==> src/hw/wb2sdrc_macros.svh <==
`ifndef WB2SDRC_MACROS_SVH
`define WB2SDRC_MACROS_SVH

`default_nettype none

// ----------------------------------------
// Bus widths
// ----------------------------------------

// Wishbone and SDRAM data width in bits
`define WB2SDRC_DW 32

// Application address width
`define WB2SDRC_AW 26

// ----------------------------------------
// Queue depths
// ----------------------------------------

// Commands waiting for the controller
`define WB2SDRC_CMD_DEPTH 4
// Write beats, data plus byte enables
`define WB2SDRC_WR_DEPTH 8
// Read data on its way back to Wishbone
`define WB2SDRC_RD_DEPTH 4

`default_nettype wire

`endif

==> src/hw/wb2sdrc_pkg.sv <==
`include "wb2sdrc_macros.svh"

`default_nettype none

package wb2sdrc_pkg;

  // ----------------------------------------
  // Queue payloads
  // ----------------------------------------

  // One request to the SDRAM controller
  // Write flag is active low, as the controller expects
  typedef struct packed {
    logic                   wr_n;
    logic [`WB2SDRC_AW-1:0] addr;
  } sdr_cmd_t;

  // One write beat with active-low byte enables
  typedef struct packed {
    logic [`WB2SDRC_DW/8-1:0] en_n;
    logic [`WB2SDRC_DW-1:0]   data;
  } wr_beat_t;

  // ----------------------------------------
  // Control encodings
  // ----------------------------------------

  // Decoded Wishbone cycle
  typedef enum logic [1:0] {
    WB_OP_IDLE  = 2'd0,
    WB_OP_WRITE = 2'd1,
    WB_OP_READ  = 2'd2
  } wb_op_e;

  // Read tracker, one outstanding read at most
  typedef enum logic {
    RD_IDLE    = 1'b0,
    RD_PENDING = 1'b1
  } rd_state_e;

endpackage

`default_nettype wire

==> src/hw/sdrc_fifo.sv <==
`default_nettype none

module sdrc_fifo #(
  parameter int WIDTH = 8,
  parameter int DEPTH = 4
) (
  input  logic             wb_clk_i,
  input  logic             wb_rst_i,
  input  logic             push_i,
  input  logic [WIDTH-1:0] data_i,
  input  logic             pop_i,
  output logic [WIDTH-1:0] data_o,
  output logic             empty_o,
  output logic             full_o
);

  // Pointer and occupancy widths
  localparam int PW = (DEPTH > 1) ? $clog2(DEPTH) : 1;
  localparam int CW = $clog2(DEPTH + 1);

  // Last slot, pointers wrap here
  localparam logic [PW-1:0] LAST_SLOT = PW'(DEPTH - 1);
  localparam logic [CW-1:0] FULL_CNT  = CW'(DEPTH);

  logic [WIDTH-1:0] mem [DEPTH];
  logic [PW-1:0]    wr_ptr;
  logic [PW-1:0]    rd_ptr;
  logic [CW-1:0]    count;
  logic             do_push;
  logic             do_pop;

  // ----------------------------------------
  // Status and qualified strobes
  // ----------------------------------------

  assign empty_o = (count == '0);
  assign full_o  = (count == FULL_CNT);

  // Push into full and pop from empty are dropped
  assign do_push = push_i && !full_o;
  assign do_pop  = pop_i && !empty_o;

  // Head word falls through, no read latency
  assign data_o = mem[rd_ptr];

  // ----------------------------------------
  // Storage
  // ----------------------------------------

  always_ff @(posedge wb_clk_i) begin
    if (do_push) begin
      mem[wr_ptr] <= data_i;
    end
  end

  // ----------------------------------------
  // Pointers and occupancy
  // ----------------------------------------

  always_ff @(posedge wb_clk_i or posedge wb_rst_i) begin
    if (wb_rst_i) begin
      wr_ptr <= '0;
      rd_ptr <= '0;
      count  <= '0;
    end else begin
      if (do_push) begin
        wr_ptr <= (wr_ptr == LAST_SLOT) ? '0 : wr_ptr + 1'b1;
      end
      if (do_pop) begin
        rd_ptr <= (rd_ptr == LAST_SLOT) ? '0 : rd_ptr + 1'b1;
      end
      // Count moves only when one side acts alone
      case ({do_push, do_pop})
        2'b10:   count <= count + 1'b1;
        2'b01:   count <= count - 1'b1;
        default: count <= count;
      endcase
    end
  end

endmodule

`default_nettype wire

==> src/hw/wb_req_path.sv <==
`include "wb2sdrc_macros.svh"

`default_nettype none

module wb_req_path (
  input  logic                     wb_clk_i,
  input  logic                     wb_rst_i,
  // Strobes from the ack controller
  input  logic                     cmd_push_i,
  input  logic                     wr_push_i,
  // Wishbone request fields
  input  logic [`WB2SDRC_AW-1:0]   wb_addr_i,
  input  logic                     wb_we_i,
  input  logic [`WB2SDRC_DW-1:0]   wb_dat_i,
  input  logic [`WB2SDRC_DW/8-1:0] wb_sel_i,
  // Controller strobes
  input  logic                     sdr_req_ack_i,
  input  logic                     sdr_wr_next_i,
  // Queue status back to the ack controller
  output logic                     cmd_full_o,
  output logic                     wr_full_o,
  // SDRAM controller side
  output logic                     sdr_req_o,
  output wb2sdrc_pkg::sdr_cmd_t    sdr_cmd_o,
  output wb2sdrc_pkg::wr_beat_t    sdr_wr_o
);

  import wb2sdrc_pkg::*;

  sdr_cmd_t cmd_in;
  wr_beat_t beat_in;
  logic     cmd_empty;

  // ----------------------------------------
  // Payload packing
  // ----------------------------------------

  // Controller wants 0 for write
  assign cmd_in.wr_n = ~wb_we_i;
  assign cmd_in.addr = wb_addr_i;

  // Byte selects become active-low enables
  assign beat_in.en_n = ~wb_sel_i;
  assign beat_in.data = wb_dat_i;

  // ----------------------------------------
  // Command queue
  // ----------------------------------------

  // Popped when the controller takes the request
  sdrc_fifo #(
    .WIDTH ($bits(sdr_cmd_t)),
    .DEPTH (`WB2SDRC_CMD_DEPTH)
  ) u_cmd_fifo (
    .wb_clk_i (wb_clk_i),
    .wb_rst_i (wb_rst_i),
    .push_i   (cmd_push_i),
    .data_i   (cmd_in),
    .pop_i    (sdr_req_ack_i),
    .data_o   (sdr_cmd_o),
    .empty_o  (cmd_empty),
    .full_o   (cmd_full_o)
  );

  // Request level held while anything is queued
  assign sdr_req_o = ~cmd_empty;

  // ----------------------------------------
  // Write-data queue
  // ----------------------------------------

  // Controller pulls one beat per sdr_wr_next_i
  sdrc_fifo #(
    .WIDTH ($bits(wr_beat_t)),
    .DEPTH (`WB2SDRC_WR_DEPTH)
  ) u_wr_fifo (
    .wb_clk_i (wb_clk_i),
    .wb_rst_i (wb_rst_i),
    .push_i   (wr_push_i),
    .data_i   (beat_in),
    .pop_i    (sdr_wr_next_i),
    .data_o   (sdr_wr_o),
    .empty_o  (),
    .full_o   (wr_full_o)
  );

endmodule

`default_nettype wire

==> src/hw/wb_rd_path.sv <==
`include "wb2sdrc_macros.svh"

`default_nettype none

module wb_rd_path (
  input  logic                   wb_clk_i,
  input  logic                   wb_rst_i,
  // Strobes from the ack controller
  input  logic                   rd_issue_i,
  input  logic                   rd_pop_i,
  // Read return from the SDRAM controller
  input  logic                   sdr_rd_valid_i,
  input  logic [`WB2SDRC_DW-1:0] sdr_rd_data_i,
  // Status back to the ack controller
  output logic                   rd_pending_o,
  output logic                   rd_avail_o,
  // Wishbone read data
  output logic [`WB2SDRC_DW-1:0] wb_dat_o
);

  import wb2sdrc_pkg::*;

  rd_state_e rd_state;
  logic      rd_empty;

  // ----------------------------------------
  // Pending-read tracker
  // ----------------------------------------

  // Set on issue, cleared when the data is acked
  // Issue wins if both arrive together
  always_ff @(posedge wb_clk_i or posedge wb_rst_i) begin
    if (wb_rst_i) begin
      rd_state <= RD_IDLE;
    end else if (rd_issue_i) begin
      rd_state <= RD_PENDING;
    end else if (rd_pop_i) begin
      rd_state <= RD_IDLE;
    end
  end

  assign rd_pending_o = (rd_state == RD_PENDING);

  // ----------------------------------------
  // Read-return queue
  // ----------------------------------------

  // Filled by the controller, drained by the Wishbone ack
  sdrc_fifo #(
    .WIDTH (`WB2SDRC_DW),
    .DEPTH (`WB2SDRC_RD_DEPTH)
  ) u_rd_fifo (
    .wb_clk_i (wb_clk_i),
    .wb_rst_i (wb_rst_i),
    .push_i   (sdr_rd_valid_i),
    .data_i   (sdr_rd_data_i),
    .pop_i    (rd_pop_i),
    .data_o   (wb_dat_o),
    .empty_o  (rd_empty),
    .full_o   ()
  );

  // Head word is ready for the ack
  assign rd_avail_o = ~rd_empty;

endmodule

`default_nettype wire

==> src/hw/wb_ack_ctrl.sv <==
`default_nettype none

module wb_ack_ctrl (
  // Wishbone cycle
  input  logic wb_stb_i,
  input  logic wb_cyc_i,
  input  logic wb_we_i,
  // Path status
  input  logic cmd_full_i,
  input  logic wr_full_i,
  input  logic rd_pending_i,
  input  logic rd_avail_i,
  // Ack and queue strobes
  output logic wb_ack_o,
  output logic cmd_push_o,
  output logic wr_push_o,
  output logic rd_issue_o,
  output logic rd_pop_o
);

  import wb2sdrc_pkg::*;

  wb_op_e op;

  // ----------------------------------------
  // Cycle decode
  // ----------------------------------------

  always_comb begin
    if (wb_stb_i && wb_cyc_i) begin
      op = wb_we_i ? WB_OP_WRITE : WB_OP_READ;
    end else begin
      op = WB_OP_IDLE;
    end
  end

  // ----------------------------------------
  // Ack and strobes
  // ----------------------------------------

  always_comb begin
    wb_ack_o   = 1'b0;
    cmd_push_o = 1'b0;
    wr_push_o  = 1'b0;
    rd_issue_o = 1'b0;
    rd_pop_o   = 1'b0;
    case (op)
      // Posted write, acked once both queues have room
      WB_OP_WRITE: begin
        wb_ack_o   = !cmd_full_i && !wr_full_i;
        cmd_push_o = wb_ack_o;
        wr_push_o  = wb_ack_o;
      end
      // One read command per outstanding read
      // Ack waits for returned data
      WB_OP_READ: begin
        rd_issue_o = !cmd_full_i && !rd_pending_i;
        cmd_push_o = rd_issue_o;
        wb_ack_o   = rd_avail_i;
        rd_pop_o   = rd_avail_i;
      end
      default: begin
        wb_ack_o = 1'b0;
      end
    endcase
  end

endmodule

`default_nettype wire

==> src/hw/wb2sdrc_top.sv <==
`include "wb2sdrc_macros.svh"

`default_nettype none

module wb2sdrc_top (
  input  logic                     wb_clk_i,
  input  logic                     wb_rst_i,
  // ----------------------------------------
  // Wishbone classic slave
  // ----------------------------------------
  input  logic                     wb_stb_i,
  input  logic                     wb_cyc_i,
  input  logic                     wb_we_i,
  input  logic [`WB2SDRC_AW-1:0]   wb_addr_i,
  input  logic [`WB2SDRC_DW-1:0]   wb_dat_i,
  input  logic [`WB2SDRC_DW/8-1:0] wb_sel_i,
  output logic                     wb_ack_o,
  output logic [`WB2SDRC_DW-1:0]   wb_dat_o,
  // ----------------------------------------
  // SDRAM controller request side
  // ----------------------------------------
  output logic                     sdr_req_o,
  output wb2sdrc_pkg::sdr_cmd_t    sdr_cmd_o,
  input  logic                     sdr_req_ack_i,
  input  logic                     sdr_wr_next_i,
  output wb2sdrc_pkg::wr_beat_t    sdr_wr_o,
  input  logic                     sdr_rd_valid_i,
  input  logic [`WB2SDRC_DW-1:0]   sdr_rd_data_i
);

  // Ack controller to paths
  logic cmd_push;
  logic wr_push;
  logic rd_issue;
  logic rd_pop;
  // Paths back to ack controller
  logic cmd_full;
  logic wr_full;
  logic rd_pending;
  logic rd_avail;

  // Commands and write beats toward the controller
  wb_req_path u_req_path (
    .wb_clk_i      (wb_clk_i),
    .wb_rst_i      (wb_rst_i),
    .cmd_push_i    (cmd_push),
    .wr_push_i     (wr_push),
    .wb_addr_i     (wb_addr_i),
    .wb_we_i       (wb_we_i),
    .wb_dat_i      (wb_dat_i),
    .wb_sel_i      (wb_sel_i),
    .sdr_req_ack_i (sdr_req_ack_i),
    .sdr_wr_next_i (sdr_wr_next_i),
    .cmd_full_o    (cmd_full),
    .wr_full_o     (wr_full),
    .sdr_req_o     (sdr_req_o),
    .sdr_cmd_o     (sdr_cmd_o),
    .sdr_wr_o      (sdr_wr_o)
  );

  // Read tracking and returned data
  wb_rd_path u_rd_path (
    .wb_clk_i       (wb_clk_i),
    .wb_rst_i       (wb_rst_i),
    .rd_issue_i     (rd_issue),
    .rd_pop_i       (rd_pop),
    .sdr_rd_valid_i (sdr_rd_valid_i),
    .sdr_rd_data_i  (sdr_rd_data_i),
    .rd_pending_o   (rd_pending),
    .rd_avail_o     (rd_avail),
    .wb_dat_o       (wb_dat_o)
  );

  // Wishbone ack and queue strobes
  wb_ack_ctrl u_ack_ctrl (
    .wb_stb_i     (wb_stb_i),
    .wb_cyc_i     (wb_cyc_i),
    .wb_we_i      (wb_we_i),
    .cmd_full_i   (cmd_full),
    .wr_full_i    (wr_full),
    .rd_pending_i (rd_pending),
    .rd_avail_i   (rd_avail),
    .wb_ack_o     (wb_ack_o),
    .cmd_push_o   (cmd_push),
    .wr_push_o    (wr_push),
    .rd_issue_o   (rd_issue),
    .rd_pop_o     (rd_pop)
  );

endmodule

`default_nettype wire

==> config.mk <==
export PLATFORM = sky130hd
export DESIGN_NAME = wb2sdrc_top
export DESIGN_NICKNAME = d
export VERILOG_FILES = /design/src/hw/wb2sdrc_pkg.sv /design/src/hw/sdrc_fifo.sv /design/src/hw/wb_req_path.sv /design/src/hw/wb_rd_path.sv /design/src/hw/wb_ack_ctrl.sv /design/src/hw/wb2sdrc_top.sv
export VERILOG_INCLUDE_DIRS = /design/src /design/src/hw
export SDC_FILE = /design/constraint.sdc
export NUM_CORES = 1
export LEC_CHECK = 0
export BUFFER_PORTS_ARGS = -buffer_cell sky130_fd_sc_hd__buf_2
export CAP_MARGIN = 20
export CORE_MARGIN = 2
export CORE_UTILIZATION = 48
export CTS_CLUSTER_DIAMETER = 120
export DETAILED_ROUTE_END_ITERATION = 6
export GPL_TIMING_DRIVEN = 1
export PLACE_DENSITY = 0.8
export SYNTH_ARGS = -nofsm -noshare
export SYNTH_HDL_FRONTEND = slang
export SYNTH_HIERARCHICAL = 1
export SYNTH_SLANG_ARGS = --single-unit
==> constraint.sdc <==
create_clock -name wb_clk_i -period 5.15 [get_ports wb_clk_i]
set_clock_uncertainty 0.1 [all_clocks]
set_input_delay 1.03 -clock wb_clk_i [delete_from_list [all_inputs] [get_ports wb_clk_i]]
set_output_delay 1.03 -clock wb_clk_i [all_outputs]
set_load 0.05 [all_outputs]
==> run metrics <==
FILL cells 3,113; routed via count 9,533; area growth from synthesis to final layout 16.1%; Yosys Warn Count 6; number of remaining DRC errors 0; total track usage between 15 and 20%; CP required between 4000 and 5000 ps; # resized after CTS 0; status completed; nature of the critical path startpoint flop; Fmax roughly 250 MHz; vias in the first global route between 10,000 and 15,000; Util after Layout between 50% and 60%; initial antenna violation count 2; hpwl dp between 20,000 and 25,000 um; Final Routed Wirelength slightly below 40,000 um; Congestion Overflow GR 0; Core ar. about 43,000 um^2; Synth Cell Area about 21,000 um^2; cts bufs inserted 53; Least-Margin Pin Slew approximately 1100 ps; Cell Count, Final, Fillers Out about 1,800; worst skew pair latency ~580 ps; worst r2r path cells 10; remaining antenna violation count 0; post-cts hold buffer count 0; reg2reg start u_req_path/u_wr_fifo/count[3]; Final GP Congestion between 0.7 and 0.8; Final min period 4070 ps; final cycle utilization of the critical path 79.0%; drt initial violations 684; H-tree depth 2; Critical path origin u_req_path/u_wr_fifo/rd_ptr[0]; leakage 8.31 nW; flop2flop setup slack 1840 ps; area of the multi-input gates between 4000 and 5000 um^2; Worst Setup End Kind primary output; first-pass GRT wire length around 60,000 um; CTS Sinks between 500 and 600; fin. max-slew vios 0; Critical Path Fanout Max 46; DP Area approximately 23,000 um^2; Fin Setup TNS 0 ps; Max VDD drop a little over 0.0005 V; die height 214 um; largest net degree at the start of global routing 57; Die Area 45,600 um^2; slowest CP cell dfrtp_4; CTS tree built; HP Class primary input to async pin; Rel. slew slack approximately a quarter; Die X about 210 um; CP arrival 2940 ps; power per cell area 598 nW/um^2; Worst Setup Path Type flop to primary output; dpl cells between 1,500 and 2,000; R2R Path End u_req_path/u_wr_fifo/count[3]; share of layout cells above drive strength 1 between 40% and 50%; Nets 1,258; Clock Pin Slew Worst Setup and Hold Paths approximately 60 ps; Hold Fails Final Rpt 0; CP Capture Point sdr_wr_o[11]; detailed-router iteration count before antenna repair 6; maximum clock path buffer count 3; port buffer count between 150 and 200; worst path cell trace buf_12 > mux4_2 > mux2_2 > buf_2; Cells after Synth between 800 and 900; post-DR wirelength/cell between 20 and 25 um; row count 76; post-route cell area 24,500 um^2; RSZ-0062 raised after global routing no; average size of a mapped cell about 24 um^2; Setup-failing EPs final 0; Reg area 16,400 um^2; Post-CTS Setup Bufs 0; number of I/O pins 199; CP max stage delay 820 ps; syn nets 1,018; Root Driver clkbuf_16; Vias/cell ~5.4; Initial Util between 40% and 50%; max cap viols 0
-- cell usage in the layout, fill, tap and decap left out, types with 4 or more instances in the layout --
cell / instances
dfrtp_2: 5
clkbuf_16: 55
mux2_2: 47
nor3_2: 4
mux4_2: 126
bufinv_16: 5
buf_2: 198
xor2_1: 5
mux4_1: 5
and2_1: 8
clkbuf_1: 11
nand2b_1: 5
inv_1: 32
nor2_1: 10
clkinv_2: 9
buf_4: 20
clkinv_1: 13
ha_1: 19
edfxtp_1: 524
dfrtp_1: 19
-- final cells by class --
cell class	instances	share of cell area, %
Multi-Input combinational cell	278	17.9
Clock inverter	31	1.13
Inverter	32	0.490
Sequential cell	549	66.8
Clock buffer	66	5.79
Timing Repair Buffer	220	4.82
Tap cell	585	2.99
Antenna cell	2	0.0204
-- metal layers --
layer	GRT usage (%)	vias up	part of all wire, %
met5	0	-	0
met4	4.69	0	2.0
met3	3.57	54	5.0
met2	30.0	238	52
met1	22.9	5036	41
li1	-	4205	-
-- critical path: cells and delay by family (launching register included) --
family / cells / cell delay (ps)
multiplexers: 2 / 860
buffers and inverters: 2 / 630
flip-flops: 1 / 820
-- through the flow --
step                      hold WS, ps  setup slack [ps]  total power, mW
after floorplan                   354               347             9.98
after global placement            369              1460             10.9
after detailed placement          385              1410             11.0
after CTS                         189               989             14.8
after global routing              207               897             15.3
final                             229              1080             14.6
-- power breakdown --
group	internal, mW	total (mW)	switching [mW]
Clock	2.19	3.77	1.57
Combinational	1.80	4.91	3.11
Sequential	5.40	5.96	0.564
Total	9.39	14.6	5.24
-- registers in the layout (all words and copies together), names as in the netlist --
name	flops
u_req_path/u_wr_fifo/wr_ptr	3
u_rd_path/u_rd_fifo/rd_ptr	2
u_req_path/u_cmd_fifo/wr_ptr	2
u_rd_path/u_rd_fifo/mem	128
u_req_path/u_wr_fifo/mem	288
u_req_path/u_cmd_fifo/mem	108
u_req_path/u_cmd_fifo/count	3
u_rd_path/u_rd_fifo/wr_ptr	2
u_req_path/u_wr_fifo/rd_ptr	3
u_rd_path/rd_pending_o	1
u_req_path/u_wr_fifo/count	4
u_rd_path/u_rd_fifo/count	3
u_req_path/u_cmd_fifo/rd_ptr	2
-- worst min-delay path by stage --
stage / start / to / slack [ps] / depth (start not counted)
6_report: wb_rst_i / u_rd_path/rd_pending_o / 230 / 2
5_1_grt: wb_rst_i / u_rd_path/rd_pending_o / 210 / 2
4_1_cts: wb_rst_i / u_rd_path/rd_pending_o / 190 / 2
3_5_place_dp: u_rd_path/u_rd_fifo/count[2] / u_rd_path/u_rd_fifo/count[2] / 390 / 1
3_3_place_gp: u_rd_path/u_rd_fifo/count[2] / u_rd_path/u_rd_fifo/count[2] / 370 / 1
2_1_floorplan: u_rd_path/u_rd_fifo/count[2] / u_rd_path/u_rd_fifo/count[2] / 350 / 1
No activity file was read; power rests on OpenSTA's default activity.
